## config.mk

```make
export PLATFORM = sky130hd
export DESIGN_NAME = bundleParser
export DESIGN_NICKNAME = d
export VERILOG_FILES = /design/src/hw/paIsaPkg.sv /design/src/hw/bundleParser.sv
export VERILOG_INCLUDE_DIRS = /design/src /design/src/hw
export SDC_FILE = /design/constraint.sdc
export NUM_CORES = 1
export LEC_CHECK = 0
export ABC_AREA = 1
export BUFFER_PORTS_ARGS = -buffer_cell sky130_fd_sc_hd__buf_2
export CAP_MARGIN = 20
export CORE_MARGIN = 8
export CORE_UTILIZATION = 39
export CTS_CLUSTER_SIZE = 28
export DETAILED_ROUTE_END_ITERATION = 16
export GPL_TIMING_DRIVEN = 0
export PLACE_DENSITY_LB_ADDON = 0.1
export SETUP_SLACK_MARGIN = 0.02
export SLEW_MARGIN = 25
export SYNTH_ARGS = -nofsm -noshare
export SYNTH_HDL_FRONTEND = slang
export SYNTH_SLANG_ARGS = --single-unit
```

## constraint.sdc

```tcl
create_clock -name clock_i -period 1.86 [get_ports clock_i]
set_input_delay 0.372 -clock clock_i [delete_from_list [all_inputs] [get_ports clock_i]]
set_output_delay 0.372 -clock clock_i [all_outputs]
set_load 0.005 [all_outputs]
```

## src/hw/paCore_settings.svh

```systemverilog
`ifndef PACORE_SETTINGS_SVH
`define PACORE_SETTINGS_SVH

// datapath widths
`define DATA_WIDTH 16
`define PC_WIDTH 16

// register file
`define REG_COUNT 32
`define REG_ADDR_WIDTH 5

// instruction cache geometry
`define LINE_BYTES 32
`define LINE_WIDTH (`LINE_BYTES * 8)
`define CACHE_LINES 64
`define LINE_ADDR_WIDTH 6
`define CACHE_BYTES (`LINE_BYTES * `CACHE_LINES)

// fixed bundle size, also the pc step
`define BUNDLE_BYTES 8
`define BUNDLE_WIDTH (`BUNDLE_BYTES * 8)

`endif

```

## src/hw/paIsaPkg.sv

```systemverilog
`include "paCore_settings.svh"

package paIsaPkg;

	// anything outside this list decodes as a no-op
	typedef enum logic [6:0]
	{
		OP_NOP = 7'd0,
		OP_ADD = 7'd1,
		OP_SUB = 7'd2,
		OP_AND = 7'd3,
		OP_OR  = 7'd4,
		OP_XOR = 7'd5,
		OP_SHL = 7'd6,
		OP_SHR = 7'd7
	} opcodeT;

	// register-register form, format bit clear
	typedef struct packed
	{
		logic format;
		opcodeT opcode;
		logic [`REG_ADDR_WIDTH-1:0] dest;
		logic [`REG_ADDR_WIDTH-1:0] src;
		logic [13:0] reserved;
	} regRegT;

	// register-immediate form, format bit set
	typedef struct packed
	{
		logic format;
		opcodeT opcode;
		logic [`REG_ADDR_WIDTH-1:0] dest;
		logic [2:0] reserved;
		logic [`DATA_WIDTH-1:0] imm;
	} regImmT;

	// one instruction word, two ways to read it
	typedef union packed
	{
		regRegT regReg;
		regImmT regImm;
	} instrU;

	// slot A sits in the low half
	typedef struct packed
	{
		instrU slotB;
		instrU slotA;
	} bundleT;

endpackage

```

## src/hw/bundleParser.sv

```systemverilog
`timescale 1ns/1ns

module bundleParser
(
	input logic clock_i,
	input logic reset_i,
	input paIsaPkg::bundleT bundle_i,
	input logic bundleValid_i,
	output paIsaPkg::instrU slotA_o,
	output paIsaPkg::instrU slotB_o,
	output logic slotValidA_o,
	output logic slotValidB_o
);

	logic slotUsedA;
	logic slotUsedB;

	// all-zero word means an empty slot
	assign slotUsedA = |bundle_i.slotA;
	assign slotUsedB = |bundle_i.slotB;

	always_ff @(posedge clock_i)
	begin
		slotA_o <= bundle_i.slotA;
		slotB_o <= bundle_i.slotB;
	end

	always_ff @(posedge clock_i)
	begin
		if (reset_i)
		begin
			slotValidA_o <= 1'b0;
			slotValidB_o <= 1'b0;
		end
		else
		begin
			slotValidA_o <= bundleValid_i && slotUsedA;
			slotValidB_o <= bundleValid_i && slotUsedB;
		end
	end

endmodule

```

==> run_results.csv <==
group,metric,value,unit
clocking,cts_setup_buffers,0,
logic_synthesis,ys_seq_area_frac,0.842,
worst_setup_path,crit_type,"reg2out",
finish,diodes,0,
clocking,clockRootBuffer,"clkbuf_8",
logic_synthesis,synth_top_area_cell,"dfxtp_1",
die,start_util,0.398,
timing,tightestPinTransition,0.112,ns
logic_synthesis,async_flop_share,0,
flow_run,max-cap-violations,0,
logic_synthesis,syn_nets,199,
die,fp.dieW,79.4,µm
global_route,overflow,0,
detailed_routing,wl,4270,µm
power,power.density,1140,nW/µm²
timing,rsz0062_at_grt,"false",
logic_synthesis,yosys_register_bits,66,
die,core-area,3940,µm²
run_status,status,"finished clean",
clocking,cts_buffers,9,
timing,maxSlewViolCount,0,
logic_synthesis,post-synth-top-count-cell,"dfxtp_1",
logic_synthesis,synth_area_per_cell,11.9,µm²
detailed_routing,drc,0,
detailed_routing,antenna_left,0,
detailed_routing,vias_per_cell,4.04,
global_route,first_global_vias,1381,
worst_setup_path,worst_ep_arrival_time,0.76,ns
clocking,cts_tree,"yes",
clocking,cts_sinks,66,
placed_design,dp_hpwl,3530,µm
timing,fmax,0.884,GHz
finish,syn_to_final_growth,58.9,%
timing,slew_headroom,0.925,
worst_setup_path,crit_path_end_kind,"output pin",
worst_setup_path,crit_path_start,"slotA_o[4]",
worst_setup_path,worstPathCellList,"buf_2",
worst_setup_path,crit_fanout,1,
finish,design_area,2490,µm²
timing,tns,0,ns
power,max-vdd-ir-drop,0.701,mV
logic_synthesis,synth.top_cell.area_share,0.842,
timing,setup_violations,0,
logic_synthesis,synth_cell_types,4,
die,die_h,79.4,µm
worst_setup_path,slowest_delay,0.32,ns
die,dieArea,6310,µm²
logic_synthesis,synth_area_leaders,"dfxtp_1 84%, nor2_1 11%, nand2_1 5.0%, inv_1 0.24%",
worst_setup_path,crit_path_start_kind,"register",
global_route,grt_first_pass_wirelength,6400,µm
die,num_io_pins,133,
clocking,cts_resized,0,
finish,final_util,0.632,
placed_design,routabilityCongestion,0.695,
clocking,cts.path.max_buffers,2,
timing,setup_ws,0.729,ns
finish,drive_above_1_share,0.525,
clocking,clk_pin_slew,0.07,ns
logic_synthesis,synth_edf_count,0,
logic_synthesis,ys_warn_count,0,
detailed_routing,num_vias,1333,
timing,hold_slack,0.157,ns
global_route,antenna_found_initial,0,
worst_setup_path,worst_path_max_delay_cell,"dfxtp_1",
placed_design,port_buffers,132,
logic_synthesis,syn_inst,132,
placed_design,post-place-ws,0.786,ns
clocking,htree_levels,3,
clocking,cts_hold_buf,0,
worst_setup_path,required,1.49,ns
detailed_routing,drt-initial-drc-count,41,
detailed_routing,drtPass1Iterations,2,
logic_synthesis,syn-cell-area,1570,µm²
die,rows,23,
worst_setup_path,cpLargestDelayFamily,"flip-flops",
hold_path,hold_path_class,"in2reg",
timing,hold_viol_final,0,
power,p_leak,1.27,nW
detailed_routing,wl_per_cell,12.9,µm
global_route,grt_max_degree,11,
worst_setup_path,cp_num_buf_inv,1,
logic_synthesis,synth_common_cells,"66 x dfxtp_1, 44 x nor2_1, 21 x nand2_1, 1 x inv_1",
finish,num-nets-final,342,
timing,fin_crit,1.13,ns
logic_synthesis,ys_dominant_reg_cell,"dfxtp_1",
timing,post-route-period-util,0.608,
placed_design,placed_cell_area,2290,µm²
hold_path,hp-start,"bundle_i[3]",
global_route,grt.total_usage,0.136,
power breakdown:
| group | total, W | internal (W) | switching (W) |
|---|---|---|---|
| Combinational | 0.000195 | 0.000108 | 0.0000873 |
| Sequential | 0.00150 | 0.00149 | 0.0000143 |
| Clock | 0.00115 | 0.000665 | 0.000484 |
worst paths after layout:
path | to | cells past startpoint
max | slotA_o[4] | 1
min | slotA_o[3] | 1
layout make-up:
class | count | area [µm²]
inverters | 1 | 3.75
flip-flops and latches | 66 | 1320
clock inverters | 1 | 5.00
clock buffers | 15 | 196
multi-input cells | 65 | 244
well taps | 50 | 62.6
repair buffers | 132 | 661
fillers | 360 | 1450
state kept, by name (all words and copies together), names as in the netlist:
name / cells
slotA_o: 32
slotValidB_o: 1
slotValidA_o: 1
slotB_o: 32
routing by layer:
layer,routed length [µm],track usage,up-vias
met5,0,0,-
met4,74,0.0833,0
met3,630,0.0935,10
met2,2050,0.219,78
met1,1510,0.122,554
li1,-,-,691
cell usage in the layout, fill, tap and decap left out:
master / synthesis / final
buf_2: 0 / 132
dfxtp_1: 66 / 66
nor2_1: 44 / 44
nand2_1: 21 / 21
clkbuf_8: 0 / 14
inv_1: 1 / 1
clkinv_2: 0 / 1
clkbuf_1: 0 / 1
cells by family (layout without fill, tap and decap cells):
family | Yosys count | count (layout) | share of synthesized area
simple gates | 65 | 65 | 0.156
buf+inv | 1 | 149 | 0.00239
flops | 66 | 66 | 0.842
stage by stage:
step	instances	total power [W]
2_1_floorplan	132	0.00157
3_3_place_gp	314	0.00173
3_5_place_dp	314	0.00174
4_1_cts	330	0.00289
5_1_grt	330	0.00298
6_report	330	0.00285
No activity file was read; power rests on OpenSTA's default activity.
