===== src/hw/paCore_settings.svh =====
`ifndef PACORE_SETTINGS_SVH
`define PACORE_SETTINGS_SVH

// datapath widths
`define DATA_WIDTH 16
`define PC_WIDTH 16

// register file
`define REG_COUNT 32
`define REG_ADDR_WIDTH 5

// instruction cache geometry
`define LINE_BYTES 32
`define LINE_WIDTH (`LINE_BYTES * 8)
`define CACHE_LINES 64
`define LINE_ADDR_WIDTH 6
`define CACHE_BYTES (`LINE_BYTES * `CACHE_LINES)

// fixed bundle size, also the pc step
`define BUNDLE_BYTES 8
`define BUNDLE_WIDTH (`BUNDLE_BYTES * 8)

`endif


===== src/hw/paIsaPkg.sv =====
`include "paCore_settings.svh"

package paIsaPkg;

	// anything outside this list decodes as a no-op
	typedef enum logic [6:0]
	{
		OP_NOP = 7'd0,
		OP_ADD = 7'd1,
		OP_SUB = 7'd2,
		OP_AND = 7'd3,
		OP_OR  = 7'd4,
		OP_XOR = 7'd5,
		OP_SHL = 7'd6,
		OP_SHR = 7'd7
	} opcodeT;

	// register-register form, format bit clear
	typedef struct packed
	{
		logic format;
		opcodeT opcode;
		logic [`REG_ADDR_WIDTH-1:0] dest;
		logic [`REG_ADDR_WIDTH-1:0] src;
		logic [13:0] reserved;
	} regRegT;

	// register-immediate form, format bit set
	typedef struct packed
	{
		logic format;
		opcodeT opcode;
		logic [`REG_ADDR_WIDTH-1:0] dest;
		logic [2:0] reserved;
		logic [`DATA_WIDTH-1:0] imm;
	} regImmT;

	// one instruction word, two ways to read it
	typedef union packed
	{
		regRegT regReg;
		regImmT regImm;
	} instrU;

	// slot A sits in the low half
	typedef struct packed
	{
		instrU slotB;
		instrU slotA;
	} bundleT;

endpackage


===== src/hw/bundleFetch.sv =====
`timescale 1ns/1ns
`include "paCore_settings.svh"

module bundleFetch
(
	input logic clock_i,
	input logic reset_i,
	input logic [`LINE_WIDTH-1:0] line_i,
	input logic lineValid_i,
	output logic [`LINE_ADDR_WIDTH-1:0] lineAddr_o,
	output logic [`PC_WIDTH-1:0] pc_o,
	output paIsaPkg::bundleT bundle_o,
	output logic bundleValid_o
);
	import paIsaPkg::*;

	localparam int bundleLsb = $clog2(`BUNDLE_BYTES);
	localparam int lineLsb = $clog2(`LINE_BYTES);

	logic [`PC_WIDTH-1:0] pc;
	logic [`PC_WIDTH-1:0] pcNext;
	logic [lineLsb-bundleLsb-1:0] bundleSel;

	assign pcNext = pc + `PC_WIDTH'(`BUNDLE_BYTES);
	assign lineAddr_o = pc[lineLsb +: `LINE_ADDR_WIDTH];
	assign pc_o = pc;

	// no branches, so the pc only steps forward and wraps at the cache end
	always_ff @(posedge clock_i)
	begin
		if (reset_i)
		begin
			pc <= '0;
		end
		else if (pcNext >= `PC_WIDTH'(`CACHE_BYTES))
		begin
			pc <= '0;
		end
		else
		begin
			pc <= pcNext;
		end
	end

	// offset delayed to line up with the returned line
	always_ff @(posedge clock_i)
	begin
		bundleSel <= pc[bundleLsb +: lineLsb - bundleLsb];
		bundle_o <= bundleT'(line_i[bundleSel * `BUNDLE_WIDTH +: `BUNDLE_WIDTH]);
	end

	always_ff @(posedge clock_i)
	begin
		if (reset_i)
		begin
			bundleValid_o <= 1'b0;
		end
		else
		begin
			bundleValid_o <= lineValid_i;
		end
	end

endmodule


===== config.mk =====
export PLATFORM = sky130hd
export DESIGN_NAME = bundleFetch
export DESIGN_NICKNAME = d
export VERILOG_FILES = /design/src/hw/paIsaPkg.sv /design/src/hw/bundleFetch.sv
export VERILOG_INCLUDE_DIRS = /design/src /design/src/hw
export SDC_FILE = /design/constraint.sdc
export NUM_CORES = 1
export LEC_CHECK = 0
export ABC_AREA = 1
export BUFFER_PORTS_ARGS = -buffer_cell sky130_fd_sc_hd__buf_4
export CAP_MARGIN = 20
export CELL_PAD_IN_SITES_DETAIL_PLACEMENT = 0
export CELL_PAD_IN_SITES_GLOBAL_PLACEMENT = 1
export CORE_AREA = 2 2 133 135
export DETAILED_ROUTE_END_ITERATION = 10
export DIE_AREA = 0 0 135 137
export GPL_ROUTABILITY_DRIVEN = 0
export MAX_ROUTING_LAYER = met4
export PLACE_DENSITY_LB_ADDON = 0.1
export SETUP_SLACK_MARGIN = 0.1
export SYNTH_ARGS = -nofsm -noshare
export SYNTH_HDL_FRONTEND = slang
export SYNTH_SLANG_ARGS = --single-unit

===== constraint.sdc =====
create_clock -name clock_i -period 3.4 [get_ports clock_i]
set_input_delay 0.17 -clock clock_i [delete_from_list [all_inputs] [get_ports clock_i]]
set_output_delay 0.17 -clock clock_i [all_outputs]
set_load 0.02 [all_outputs]

==> flow_summary.json <==
{
  "status": "completed",
  "drive_gt1_share_pct": 44.3,
  "cp_max_fo": 74,
  "grt_max_degree": 75,
  "crit_path_start_kind": "flip-flop",
  "cts_resized": 0,
  "drc": 0,
  "slowest_delay_ns": 0.67,
  "cp.arrival_ns": 2.23,
  "ys_seq_area_share_pct": 42.9,
  "yosysTopAreaCell": "dfxtp_1",
  "p_per_area_nw_per_um2": 361,
  "rsz0062_at_grt": "false",
  "dp_hpwl_microns": 13000,
  "cts_tree": "done",
  "ys.flop_type": "dfxtp_1",
  "die_h_microns": 137,
  "dr.pass1.iters": 7,
  "synth_area_per_cell_sq_um": 7.17,
  "fp.coreArea_sq_um": 17100,
  "p_total_w": 0.00243,
  "maxCapViolCount": 0,
  "synthTopCellsByArea": "dfxtp_1 (43%), o21ai_0 (17%), nor2_1 (14%), o22ai_1 (11%), clkbuf_1 (3.2%)",
  "dieArea_sq_um": 18500,
  "syn_area_sq_um": 3730,
  "rows": 48,
  "setup_violations": 0,
  "relSlewSlack_pct": 51.7,
  "end_kind": "flip-flop",
  "clkSinkCount": 80,
  "nNetsFinal": 1097,
  "grt.total_usage_pct": 18.4,
  "cts_buffers": 9,
  "synth_cell_types": 23,
  "yosysMostFrequentCell": "nor2_1",
  "overflow": 0,
  "vias_per_cell": 4.63,
  "clk_pin_slew_worst_paths_ns": 0.06,
  "cts_max_level": 3,
  "final_util_pct": 39.5,
  "cp.required_ns": 3.67,
  "ios": 346,
  "clk_path_buf_depth": 2,
  "clkLatencyLatePin_ns": 0.34,
  "yosysWarnings": 0,
  "fin_tns_setup_ns": 0,
  "netlist_instances": 521,
  "tightest_slew_ns": 0.724,
  "period_needed_ns": 1.96,
  "drt_iter0_markers": 208,
  "grt_pass1_vias": 4814,
  "cpMaxStageDelayCell": "buf_4",
  "initial_core_util_pct": 21.9,
  "synth_common_cells": "nor2_1 (143), o21ai_0 (128), dfxtp_1 (80)",
  "path_common_cell": "buf_4",
  "yosys.area.top_type_share_pct": 42.9,
  "finalHoldViolations": 0,
  "io_buffers": 342,
  "die_w_microns": 135,
  "fmax_ghz": 0.509,
  "wire_per_inst_microns": 16.5,
  "p_leak_nw": 3.22,
  "root_buffer": "clkbuf_16",
  "drv_slew": 0,
  "synth-async-reset-ratio_pct": 0,
  "synth_edf_count": 0,
  "path_class": "reg -> reg",
  "worstPathCellList": "buf_4, buf_4, o21ai_0, o22ai_1",
  "clock-skew-final_ns": 0.00303,
  "ys_seq_elements": 80,
  "area_growth_pct": 80.6,
  "grt_pass1_wl_microns": 25200,
  "diodes": 0,
  "fin_crit_sh_pct": 57.8,
  "hp-class": "in -> reg",
  "vias": 4936,
  "ir_drop_mv": 0.254,
  "antenna_found_initial": 0,
  "wl_microns": 17600,
  "ant_nets": 0
}
-- kinds of logic (layout without fill, tap and decap cells) --
kind of cell	after synthesis	count (layout)	share of synthesized area [%]
buffers and inverters	62	376	7.57
DFF	80	80	42.9
adders and majority gates	1	1	0.335
and+or+nand+nor	178	178	19.6
xor gates and xnor gates	7	7	1.64
AOI/OAI and AO/OA	192	192	27.9
other	1	8	0.100
-- worst paths after layout --
check	startpoint	endpoint	slack, ns	cells past startpoint
max reg2reg	bundleSel[0]$_DFF_P_	bundle_o[46]$_DFF_P_	1.44	4
max	bundleSel[0]$_DFF_P_	bundle_o[46]$_DFF_P_	1.44	4
min reg2reg	pc_o[4]$_SDFF_PP0_	bundleSel[1]$_DFF_P_	0.41	0
min	lineValid_i	bundleValid_o$_SDFF_PP0_	0.05	3
-- critical path: cells and delay by family, from the launching register on --
family	cells	cell delay [ns]
flops	1	0.35
compound gates	2	0.42
buf+inv	2	1.11
-- power breakdown --
group          internal [W]  switching [W]  leakage, nW  total, W
sequential         0.000986      0.0000167        0.672   0.00100
clock              0.000587       0.000402        0.146  0.000989
combinational      0.000273       0.000168         2.40  0.000441
-- sequential cells by signal, summed over array words and instances (netlist names) --
| register | flops |
|---|---|
| bundle_o | 64 |
| pc_o | 13 |
| bundleSel | 2 |
| bundleValid_o | 1 |
-- stage by stage --
stage	setup slack, ns	instance area (sq um)	hold WS, ns	std cells
2_1_floorplan	1.85	3760	0.241	528
3_3_place_gp	1.49	6420	0.341	1049
3_5_place_dp	1.43	6420	0.347	1049
4_1_cts	1.41	6720	0.0399	1066
5_1_grt	1.22	6740	0.0444	1067
6_report	1.44	6740	0.0500	1067
-- per-layer routing --
metal / GRT usage [%] / up-vias / part of all wire [%]
li1: - / 2404 / -
met4: 9.49 / 0 / 3.7
met2: 32.0 / 255 / 51
met1: 19.4 / 2242 / 38
met5: - / - / 0
met3: 4.37 / 35 / 8.1
-- cells in the final DEF, fill, tap and decap left out --
cell type	instances
o21ai_0	128
o22ai_1	64
nand2_1	17
nand2_2	1
nor2_2	2
nor3_1	1
nor2_4	2
clkbuf_16	9
buf_12	2
dfxtp_2	1
nand3b_1	1
dfxtp_1	78
nand3_1	6
nor2_1	143
clkbuf_8	1
inv_1	9
dfxtp_4	1
inv_2	2
clkbuf_1	2
dlygate4sd3_1	1
xnor2_1	3
bufinv_16	1
xor2_1	4
buf_4	345
nand4_1	3
clkinv_2	4
conb_1	8
ha_1	1
nand3_4	1
nand3_2	1
-- cell type report --
type	instances	area, sq um
Tap cell	225	282
Fill cell	1845	10300
Timing Repair Buffer	348	2640
Clock buffer	12	246
Inverter	12	46.3
Clock inverter	4	45.0
Multi-Input combinational cell	386	1880
Sequential cell	80	1610
-- repair_timing --
action                                  in CTS  in global routing
endpoints found under the hold margin        1                  0
buffers inserted                             0                  0
endpoints found under the setup margin       0                  0
hold buffers                                 1                  0
(Power assumes the default switching activity.)
