$ cat src/hw/paCore_settings.svh
`ifndef PACORE_SETTINGS_SVH
`define PACORE_SETTINGS_SVH

// datapath widths
`define DATA_WIDTH 16
`define PC_WIDTH 16

// register file
`define REG_COUNT 32
`define REG_ADDR_WIDTH 5

// instruction cache geometry
`define LINE_BYTES 32
`define LINE_WIDTH (`LINE_BYTES * 8)
`define CACHE_LINES 64
`define LINE_ADDR_WIDTH 6
`define CACHE_BYTES (`LINE_BYTES * `CACHE_LINES)

// fixed bundle size, also the pc step
`define BUNDLE_BYTES 8
`define BUNDLE_WIDTH (`BUNDLE_BYTES * 8)

`endif

$ cat src/hw/paIsaPkg.sv
`include "paCore_settings.svh"

package paIsaPkg;

	// anything outside this list decodes as a no-op
	typedef enum logic [6:0]
	{
		OP_NOP = 7'd0,
		OP_ADD = 7'd1,
		OP_SUB = 7'd2,
		OP_AND = 7'd3,
		OP_OR  = 7'd4,
		OP_XOR = 7'd5,
		OP_SHL = 7'd6,
		OP_SHR = 7'd7
	} opcodeT;

	// register-register form, format bit clear
	typedef struct packed
	{
		logic format;
		opcodeT opcode;
		logic [`REG_ADDR_WIDTH-1:0] dest;
		logic [`REG_ADDR_WIDTH-1:0] src;
		logic [13:0] reserved;
	} regRegT;

	// register-immediate form, format bit set
	typedef struct packed
	{
		logic format;
		opcodeT opcode;
		logic [`REG_ADDR_WIDTH-1:0] dest;
		logic [2:0] reserved;
		logic [`DATA_WIDTH-1:0] imm;
	} regImmT;

	// one instruction word, two ways to read it
	typedef union packed
	{
		regRegT regReg;
		regImmT regImm;
	} instrU;

	// slot A sits in the low half
	typedef struct packed
	{
		instrU slotB;
		instrU slotA;
	} bundleT;

endpackage

$ cat src/hw/paPipePkg.sv
`include "paCore_settings.svh"

package paPipePkg;

	// one decoded lane, as handed to the register file
	typedef struct packed
	{
		logic valid;
		paIsaPkg::opcodeT opcode;
		logic [`REG_ADDR_WIDTH-1:0] dest;
		logic srcRead;
		logic [`DATA_WIDTH-1:0] operand;
	} laneOpT;

	// alu status flags
	typedef struct packed
	{
		logic overflow;
		logic underflow;
	} statusT;

endpackage

$ cat src/hw/laneDecode.sv
`timescale 1ns/1ns
`include "paCore_settings.svh"

module laneDecode
(
	input logic clock_i,
	input logic reset_i,
	input paIsaPkg::instrU instr_i,
	input logic instrValid_i,
	output paPipePkg::laneOpT laneOp_o
);
	import paIsaPkg::*;
	import paPipePkg::*;

	laneOpT decoded;
	logic knownOp;

	always_comb
	begin
		// opcode and dest sit at the same bits in both views
		knownOp = (instr_i.regReg.opcode != OP_NOP) && (instr_i.regReg.opcode <= OP_SHR);
		decoded.opcode = instr_i.regReg.opcode;
		decoded.dest = instr_i.regReg.dest;
		if (instr_i.regReg.format)
		begin
			decoded.srcRead = 1'b0;
			decoded.operand = instr_i.regImm.imm;
		end
		else
		begin
			decoded.srcRead = 1'b1;
			decoded.operand = `DATA_WIDTH'(instr_i.regReg.src);
		end
		// nop, unknown op or r0 target turns into a bubble
		decoded.valid = instrValid_i && knownOp && (instr_i.regReg.dest != '0);
	end

	always_ff @(posedge clock_i)
	begin
		laneOp_o <= decoded;
		if (reset_i)
		begin
			laneOp_o.valid <= 1'b0;
		end
	end

endmodule

$ cat config.mk
export PLATFORM = sky130hd
export DESIGN_NAME = laneDecode
export DESIGN_NICKNAME = d
export VERILOG_FILES = /design/src/hw/paIsaPkg.sv /design/src/hw/paPipePkg.sv /design/src/hw/laneDecode.sv
export VERILOG_INCLUDE_DIRS = /design/src /design/src/hw
export SDC_FILE = /design/constraint.sdc
export NUM_CORES = 1
export LEC_CHECK = 0
export BUFFER_PORTS_ARGS = -buffer_cell sky130_fd_sc_hd__buf_2
export CAP_MARGIN = 5
export CORE_MARGIN = 2
export CORE_UTILIZATION = 39
export DETAILED_ROUTE_END_ITERATION = 6
export PLACE_DENSITY = 0.81
export SYNTH_ARGS = -nofsm -noshare
export SYNTH_HDL_FRONTEND = slang
export SYNTH_SLANG_ARGS = --single-unit
$ cat constraint.sdc
create_clock -name clock_i -period 1.6 [get_ports clock_i]
set_clock_uncertainty 0.2 [all_clocks]
set_input_delay 0.24 -clock clock_i [delete_from_list [all_inputs] [get_ports clock_i]]
set_output_delay 0.24 -clock clock_i [all_outputs]
set_load 0.02 [all_outputs]
==> impl_metrics.tcl, run 1 <==
set metrics [dict create \
    status "finished with violations" \
    violations "negative setup slack" \
    synth_cells 55 \
    path_clk_slew_ps 90 \
    cts_num_sinks 30 \
    slew_viol_final 0 \
    biggest_registers_after_layout "laneOp_o x30" \
    floorplan.die.width_um 48.53 \
    grt_antenna_before_repair 0 \
    die_h_um 48.53 \
    routabilityCongestion 0.6394 \
    number_of_distinct_standard_cells_referenced_by_the_synthesized_netlist 11 \
    cap_violations 0 \
    yosys_register_bits 30 \
    min-delay-path-class "input pin to flop" \
    power-per-cell-area_nw_per_um2 985.3 \
    via_per_instance_ratio 4.353 \
    setup_viol 1 \
    cts_setup_buffers 0 \
    worst_hold_startpoint "instr_i[31]" \
    tritoncts.num_buffers 5 \
    leakagePower_nw 0.7464 \
    io_pins 65 \
    detail_route.first_pass.iterations 3 \
    period_share 1.011 \
    layout.cells.non_filler 184 \
    drtAntennaViolNets 0 \
    cp_data_required_time_ps 1610 \
    final_routed_wire_length_divided_by_cell_count_um 14.32 \
    design.die.area_um2 2355 \
    timing_worst_slew_pin_value_ps 312.1 \
    cts.root.buffer_cell "sky130_fd_sc_hd__clkbuf_4" \
    clockBufferDepth 2 \
    first_iter_violations 8 \
    route.top_layer_used "met4" \
    amount_of_wire_on_met3_after_detailed_routing_um 242 \
    critical_path.startpoint "instr_i[22]" \
    grtUsageTotal 0.2343 \
    synthesis.nets 90 \
    number_of_placed_cells_counting_well_taps 144 \
    fillers 125 \
    largest_reg_flops 30 \
    drc 0 \
    synth-warning-count 0 \
    synth_seq_area_share 0.7767 \
    core.rowCount 16 \
    number_of_global_route_vias_before_repair 817 \
    cpMaxStageDelayCell "sky130_fd_sc_hd__dlygate4sd3_1" \
    final_critical_path_setup_slack_ps -17.77 \
    mappedNetlistArea_um2 773.2 \
    core_area_um2 1922 \
    crit_path_start_kind "input pin" \
    max-slew-margin-rel 0.7900 \
    worst_path_largest_cell_delay_ps 550 \
    maximum_number_of_pins_on_one_net_before_global_route_repair 18 \
    grt_first_pass_wirelength_mm 4.022 \
    wl_met1_mm 1.002 \
    cp-end-kind "flop" \
    area_delta_synth_final_pct 94.98 \
    insertedDiodeCount 0 \
    fin_util 0.7845 \
    finalCriticalPeriod_ps 1618 \
    dr_wl_met2_mm 1.352 \
    final_net_count 191 \
    arrival_ps 1620 \
    max-vdd-ir-drop_mv 0.6764 \
    cts_tree "done" \
    top_register "laneOp_o" \
    port-buffer-count 64 \
    routed_wl_mm 2.634 \
    achievable-frequency_ghz 0.6181 \
    global_route.overflow_total 0 \
    detailroute.via_count 801 \
    hold_viol 0 \
    crit_chain "dlygate4sd3_1 > buf_2 > or4_4 > nor2_1 > nor3_1" \
    timing.critical_path.fanout_max 2 \
    layout-drive-gt1-share 0.4841 \
    htree_levels 2 \
    starting_density 0.4023 \
    crit_type "input pin to flop" \
    average_cell_area_after_synthesis_um2 14.06 \
]
## worst paths after layout
kind                           end  slack (ps)  cells past startpoint
worst max-delay path  laneOp_o[29]         -20                      5
worst min-delay path  laneOp_o[16]          20                      2
## synthesized netlist by cell type
| cell | n | area (um^2) |
|---|---|---|
| sky130_fd_sc_hd__dfxtp_1 | 30 | 600.6 |
| sky130_fd_sc_hd__nand3b_1 | 1 | 7.510 |
| sky130_fd_sc_hd__nor3_1 | 2 | 10.01 |
| sky130_fd_sc_hd__nor2_1 | 1 | 3.750 |
| sky130_fd_sc_hd__inv_1 | 1 | 3.750 |
| sky130_fd_sc_hd__or4_1 | 1 | 7.510 |
| sky130_fd_sc_hd__nor4_1 | 1 | 6.260 |
| sky130_fd_sc_hd__mux2_2 | 5 | 56.30 |
| sky130_fd_sc_hd__buf_2 | 1 | 5.000 |
| sky130_fd_sc_hd__clkbuf_1 | 1 | 3.750 |
| sky130_fd_sc_hd__and2_1 | 11 | 68.82 |
## placed cells by master (no fill, tap or decap)
| cell type | n |
|---|---|
| sky130_fd_sc_hd__or4_4 | 1 |
| sky130_fd_sc_hd__buf_2 | 63 |
| sky130_fd_sc_hd__inv_1 | 1 |
| sky130_fd_sc_hd__nor3_1 | 2 |
| sky130_fd_sc_hd__mux2_2 | 5 |
| sky130_fd_sc_hd__clkinv_2 | 1 |
| sky130_fd_sc_hd__and2_1 | 11 |
| sky130_fd_sc_hd__nor2_1 | 1 |
| sky130_fd_sc_hd__clkbuf_4 | 5 |
| sky130_fd_sc_hd__nand3b_1 | 1 |
| sky130_fd_sc_hd__dfxtp_1 | 30 |
| sky130_fd_sc_hd__clkbuf_1 | 1 |
| sky130_fd_sc_hd__nor4_1 | 1 |
| sky130_fd_sc_hd__dlygate4sd3_1 | 33 |
| sky130_fd_sc_hd__clkbuf_8 | 1 |
## cells by family after synthesis
logic type / share of synthesized area
buf+inv: 0.01617
flops: 0.7767
mux: 0.07281
simple gates: 0.1343
## final cells by class
cell class	instances	area [um^2]	share of cell area
flip-flops and latches	30	600.6	0.3983
clock buffers	7	55.05	0.03651
inverters	1	3.754	0.002490
clock inverters	1	5.005	0.003319
multi-input cells	22	163.9	0.1087
repair buffers	96	645.6	0.4282
well taps	27	33.78	0.02241
## critical path, delay by kind of cell
family | cells | cell delay (ps)
buffers and inverters | 2 | 700
AND/OR/NAND/NOR | 3 | 700
## layer usage
metal  vias up  GRT usage
li1        379          -
met4         0     0.1000
met3         5    0.08642
met2        45     0.4329
met5         -          0
met1       372     0.2346
## stage by stage
step	setup TNS, ps	power (mW)	instance area [um^2]	setup slack [ps]	hold slack [ps]
2_1_floorplan	0	0.8984	773.2	401.7	67.72
3_3_place_gp	0	0.9774	1119	275.3	152.9
3_5_place_dp	0	0.9826	1119	268.4	157.9
4_1_cts	0	1.486	1509	55.42	17.74
5_1_grt	-24.26	1.559	1508	-24.26	28.36
6_report	-17.77	1.485	1508	-17.77	18.83
## power by group
part / switching [mW] / total, mW / internal, mW
combinational: 0.114 / 0.240 / 0.127
clock: 0.233 / 0.446 / 0.213
sequential: 0.0106 / 0.799 / 0.788
total: 0.358 / 1.49 / 1.13
## what timing repair did
item | 4_1_cts | 5_1_grt
hold buffers | 33 | 0
endpoints found under the hold margin | 29 | 0
resized for setup | 0 | 1
setup endpoints to repair | 0 | 1
(Power assumes the default switching activity.)
==> inputs of run 2 (changes only) <==
--- a/config.mk
+++ b/config.mk
@@ -9,9 +9,9 @@
 export BUFFER_PORTS_ARGS = -buffer_cell sky130_fd_sc_hd__buf_2
 export CAP_MARGIN = 5
 export CORE_MARGIN = 2
-export CORE_UTILIZATION = 39
+export CORE_UTILIZATION = 36
 export DETAILED_ROUTE_END_ITERATION = 6
-export PLACE_DENSITY = 0.81
+export PLACE_DENSITY = 0.76
 export SYNTH_ARGS = -nofsm -noshare
 export SYNTH_HDL_FRONTEND = slang
 export SYNTH_SLANG_ARGS = --single-unit
==> constraint.sdc (replaced) <==
create_clock -name clock_i -period 1.5 [get_ports clock_i]
set_clock_uncertainty 0.2 [all_clocks]
set_input_delay 0.225 -clock clock_i [delete_from_list [all_inputs] [get_ports clock_i]]
set_output_delay 0.225 -clock clock_i [all_outputs]
set_load 0.02 [all_outputs]
==> run 2 against run 1 <==
The run still ends with negative setup slack left. Sequential cell count stayed put. Worst setup slack worse by 45 ps. Combinational power is 9.2% higher. Critical path depth stayed put. Via count stayed put. Routed wire length is 2.0% higher. Final cell count is 1.1% higher. Clock-buffer cell count stayed put. Utilization is 1.6 points lower. Final area is 2.0% higher. Total power is 7.1% higher. Critical endpoint unchanged. Largest cell class unchanged. Largest power group unchanged.
==> impl_metrics.tcl, run 2 (synthesis results as in run 1) <==
set metrics [dict create \
    reg_area_um2 600.6 \
    tns_ps -62.76 \
    clockBufferDepth 2 \
    crit_chain "dlygate4sd3_1 > buf_2 > or4_4 > nor2_4 > nor3_1" \
    timing_worst_slew_pin_value_ps 253.4 \
    cts_tree "done" \
    mostFrequentLayoutCell "sky130_fd_sc_hd__buf_2" \
    min-delay-path-class "input pin to flop" \
    timing.critical_path.fanout_max 2 \
    first_iter_violations 12 \
    final_net_count 193 \
    via_per_instance_ratio 4.306 \
    path_clk_slew_ps 90 \
    core.rowCount 16 \
    timing.critical_path.buf_inv 2 \
    io_pins 65 \
    min_delay_worst_endpoint "laneOp_o[29]" \
    detailroute.via_count 801 \
    grt_antenna_before_repair 0 \
    routabilityCongestion 0.6093 \
    timing.hold.worst_path_depth 4 \
    power-per-cell-area_nw_per_um2 1035 \
    fin_util 0.7681 \
    fillers 120 \
    worst_hold_startpoint "instr_i[19]" \
    cp_data_required_time_ps 1500 \
    dp_slack_ps 186.1 \
    leakagePower_nw 0.7637 \
    grt_first_pass_wirelength_mm 3.843 \
    top_register "laneOp_o" \
    starting_density 0.3863 \
    achievable-frequency_ghz 0.6399 \
    detail_route.first_pass.iterations 4 \
    crit_type "input pin to flop" \
    area_taken_by_multi_input_logic_gates_um2 171.4 \
    htree_levels 2 \
    finalInstanceArea_um2 1538 \
    max-vdd-ir-drop_mv 0.6028 \
    status "finished with violations" \
    timing.critical_path.max_delay_family "buffers and inverters" \
    cap_violations 0 \
    hold_viol 0 \
    finalCriticalPeriod_ps 1563 \
    area_delta_synth_final_pct 98.87 \
    arrival_ps 1560 \
    insertedDiodeCount 0 \
    violations "negative setup slack" \
    drtAntennaViolNets 0 \
    design.die.area_um2 2535 \
    final_routed_wire_length_divided_by_cell_count_um 14.44 \
    floorplan.die.width_um 50.35 \
    tritoncts.num_buffers 5 \
    drc 0 \
    maximum_number_of_pins_on_one_net_before_global_route_repair 18 \
    cts_setup_buffers 0 \
    global_route.overflow_total 0 \
    final_critical_path_setup_slack_ps -62.76 \
    worst_path_largest_cell_delay_ps 560 \
    layout.cells.most_common_list "63 x sky130_fd_sc_hd__buf_2, 34 x sky130_fd_sc_hd__dlygate4sd3_1, 30 x sky130_fd_sc_hd__dfxtp_1, 11 x sky130_fd_sc_hd__and2_1" \
    largest_reg_flops 30 \
    slew_viol_final 0 \
    crit_path_start_kind "input pin" \
    cts.root.buffer_cell "sky130_fd_sc_hd__clkbuf_4" \
    port-buffer-count 64 \
    post_dp_cell_area_um2 1119 \
    worst_hold_slack_ps 231.1 \
    cp-end-kind "flop" \
    grtUsageTotal 0.2139 \
    cts_num_sinks 30 \
    biggest_registers_after_layout "laneOp_o x30" \
    core_area_um2 2002 \
    die_h_um 50.35 \
    routed_wl_mm 2.686 \
    number_of_global_route_vias_before_repair 844 \
    final_hpwl_dp_mm 1.249 \
    period_share 1.042 \
    cpMaxStageDelayCell "sky130_fd_sc_hd__dlygate4sd3_1" \
    layout-drive-gt1-share 0.4843 \
    setup_viol 1 \
    max-slew-margin-rel 0.8311 \
]
-- run 2: cell count changes in the layout (fill, tap and decap cells not counted), sizes merged --
cell / before / now
dlymetal6s4s: 0 / 1
dlygate4sd3: 33 / 34
-- run 2: final cells by class --
cell class,instances,area share
flip-flops and latches,30,0.3906
well taps,27,0.02197
repair buffers,98,0.4345
clock inverters,1,0.003255
multi-input cells,22,0.1115
inverters,1,0.002441
clock buffers,7,0.03580
-- run 2: worst min-delay path, delay by kind of cell --
kind | cells | cell delay (ps)
and+or+nand+nor | 3 | 360
buffers and inverters | 1 | 110
-- run 2: how the worst max path moves through the flow --
stage	start	to	slack (ps)	depth (start not counted)
after CTS	instr_i[21]	laneOp_o[29]	20	5
after detailed placement	instr_i[19]	laneOp_o[29]	190	4
after global placement	instr_i[19]	laneOp_o[29]	190	4
final	instr_i[23]	laneOp_o[29]	-60	5
after global routing	instr_i[23]	laneOp_o[29]	-60	5
after floorplan	instr_i[19]	laneOp_o[29]	320	3
-- run 2: through the flow --
step / std cells / total power [mW]
6_report: 186 / 1.591
5_1_grt: 186 / 1.672
4_1_cts: 185 / 1.585
3_5_place_dp: 144 / 1.049
3_3_place_gp: 144 / 1.044
2_1_floorplan: 55 / 0.9583
-- run 2: report_power, final --
part	internal (mW)	switching, mW	total [mW]
sequential	0.841	0.0123	0.853
clock	0.227	0.249	0.476
combinational	0.139	0.123	0.262
total	1.21	0.384	1.59
-- run 2: timing repair --
action / CTS / global route
endpoints found under the hold margin: 30 / 2
hold buffers: 33 / 2
gates resized for setup: 0 / 4
endpoints found under the setup margin: 0 / 1
-- run 2: metal layers --
layer / part of all wire / global-route usage / routed length (um) / up-vias
li1: - / - / - / 383
met1: 0.37 / 0.1947 / 989 / 370
met2: 0.53 / 0.4101 / 1426 / 44
met3: 0.087 / 0.08333 / 235 / 4
met4: 0.013 / 0.09459 / 34 / 0
met5: 0 / 0 / 0 / -
==> inputs of run 3 (changes only) <==
--- a/config.mk
+++ b/config.mk
@@ -9,9 +9,10 @@
 export BUFFER_PORTS_ARGS = -buffer_cell sky130_fd_sc_hd__buf_2
 export CAP_MARGIN = 5
 export CORE_MARGIN = 2
-export CORE_UTILIZATION = 36
+export CORE_UTILIZATION = 39
 export DETAILED_ROUTE_END_ITERATION = 6
-export PLACE_DENSITY = 0.76
+export PLACE_DENSITY = 0.81
+export SLEW_MARGIN = 30
 export SYNTH_ARGS = -nofsm -noshare
 export SYNTH_HDL_FRONTEND = slang
 export SYNTH_SLANG_ARGS = --single-unit
==> constraint.sdc (replaced) <==
create_clock -name clock_i -period 2 [get_ports clock_i]
set_clock_uncertainty 0.2 [all_clocks]
set_input_delay 0.3 -clock clock_i [delete_from_list [all_inputs] [get_ports clock_i]]
set_output_delay 0.3 -clock clock_i [all_outputs]
set_load 0.02 [all_outputs]
==> run 3 against run 2 <==
The run now ends clean. Non-clock buffer count down 5. Final area down 4.5%. Sequential share of layout area up 1.8 points. Sequential power down 25%. Routed wire length down 8.3%. Highest routed layer unchanged. Die area down 7.1%. Global-route usage up 2.0 points. Worst setup slack better by 330 ps. Clock power down 24%. First-iteration DRC count down 92%. Final cell count down 2.7%.
==> impl_metrics.tcl, run 3 (synthesis results as in run 1) <==
set metrics [dict create \
    area_delta_synth_final_pct 89.97 \
    path_clk_slew_ps 90 \
    global_route.overflow_total 0 \
    tritoncts.num_buffers 5 \
    setup_repair_after_global_routing_missed_its_margin "no" \
    post_dp_cell_area_um2 1119 \
    status "finished clean" \
    dp_slack_ps 608.4 \
    hold_viol 0 \
    io_pins 65 \
    grt_first_pass_wirelength_mm 3.981 \
    cp-end-kind "flop" \
    max-vdd-ir-drop_mv 0.5925 \
    finalCriticalPeriod_ps 1736 \
    timing_worst_slew_pin_value_ps 294.2 \
    final_routed_wire_length_divided_by_cell_count_um 13.60 \
    power-per-cell-area_nw_per_um2 805.6 \
    number_of_global_route_vias_before_repair 819 \
    starting_density 0.4023 \
    leakagePower_nw 0.7327 \
    max-slew-margin-rel 0.8021 \
    cts_setup_buffers 0 \
    finalInstanceArea_um2 1469 \
    cts_tree "done" \
    slew_viol_final 0 \
    drc 0 \
    min-delay-path-class "input pin to flop" \
    detailroute.via_count 773 \
    core.rowCount 16 \
    cts_num_sinks 30 \
    period_share 0.8681 \
    setup_viol 0 \
    maximum_number_of_pins_on_one_net_before_global_route_repair 18 \
    port-buffer-count 64 \
    clockBufferDepth 2 \
    tns_ps 0 \
    layout.cells.most_common_list "64 x sky130_fd_sc_hd__buf_2, 30 x sky130_fd_sc_hd__dfxtp_1, 29 x sky130_fd_sc_hd__dlygate4sd3_1, 11 x sky130_fd_sc_hd__and2_1" \
    crit_path_start_kind "input pin" \
    final_critical_path_setup_slack_ps 263.7 \
    insertedDiodeCount 0 \
    floorplan.die.width_um 48.53 \
    layout-drive-gt1-share 0.4935 \
    die_h_um 48.53 \
    via_per_instance_ratio 4.271 \
    first_iter_violations 1 \
    routabilityCongestion 0.6394 \
    mostFrequentLayoutCell "sky130_fd_sc_hd__buf_2" \
    routed_wl_mm 2.462 \
    detail_route.first_pass.iterations 3 \
    cts.root.buffer_cell "sky130_fd_sc_hd__clkbuf_4" \
    design.die.area_um2 2355 \
    final_net_count 188 \
    drtAntennaViolNets 0 \
    arrival_ps 1740 \
    grt_antenna_before_repair 0 \
    grtUsageTotal 0.2335 \
    achievable-frequency_ghz 0.5759 \
    cp_data_required_time_ps 2010 \
    htree_levels 2 \
    crit_type "input pin to flop" \
    largest_reg_flops 30 \
    cap_violations 0 \
    post_cts_resized 0 \
    top_register "laneOp_o" \
    core_area_um2 1922 \
    timing.critical_path.fanout_max 1 \
    biggest_registers_after_layout "laneOp_o x30" \
]
[run 3: changes by cell type in the layout (fill, tap and decap cells not counted)]
cell,previous run,this run
sky130_fd_sc_hd__dlymetal6s4s_1,1,0
sky130_fd_sc_hd__or4_1,0,1
sky130_fd_sc_hd__nor2_1,0,1
sky130_fd_sc_hd__or4_4,1,0
sky130_fd_sc_hd__dlygate4sd3_1,34,29
sky130_fd_sc_hd__nor2_4,1,0
sky130_fd_sc_hd__buf_2,63,64
[run 3: worst paths after layout]
check / start / end / slack [ps] / cells after the start
worst max-delay path: instr_i[2] / laneOp_o[2] / 260 / 4
worst min-delay path: instr_i[18] / laneOp_o[4] / 10 / 2
[run 3: layout make-up]
| class | count | area, um^2 |
|---|---|---|
| Fill cell | 130 | 452.9 |
| Tap cell | 27 | 33.78 |
| Timing Repair Buffer | 93 | 610.6 |
| Clock buffer | 7 | 55.05 |
| Inverter | 1 | 3.754 |
| Sequential cell | 30 | 600.6 |
| Multi-Input combinational cell | 22 | 160.2 |
| Clock inverter | 1 | 5.005 |
[run 3: per-stage QoR]
stage / utilization / std cells / hold slack [ps] / total power [mW]
6_report: 0.7643 / 181 / 11.18 / 1.183
5_1_grt: 0.7643 / 181 / 6.097 / 1.247
4_1_cts: 0.7591 / 180 / 1.068 / 1.182
3_5_place_dp: 0.5820 / 144 / 217.9 / 0.7861
3_3_place_gp: 0.5820 / 144 / 212.9 / 0.7819
2_1_floorplan: - / 55 / 127.7 / 0.7187
[run 3: repair_timing]
action / CTS / global route
endpoints found under the setup margin: 0 / 0
hold endpoints to repair: 27 / 1
hold buffers: 28 / 1
[run 3: power by group]
part           internal, mW  total, mW  switching (mW)
combinational        0.0967      0.183          0.0864
sequential            0.631      0.640         0.00883
clock                 0.170      0.361           0.190
[run 3: critical path, cell delays in order]
cell and delay, ps:
sky130_fd_sc_hd__dlygate4sd3_1 540, sky130_fd_sc_hd__buf_2 110, sky130_fd_sc_hd__mux2_2 240, sky130_fd_sc_hd__dlygate4sd3_1 550
[run 3: layer usage]
metal | vias up | track usage | share of wire
met3 | 11 | 0.1142 | 0.11
met1 | 338 | 0.2242 | 0.35
li1 | 375 | - | -
met4 | 0 | 0.1286 | 0.033
met2 | 49 | 0.4074 | 0.51
met5 | - | 0 | 0
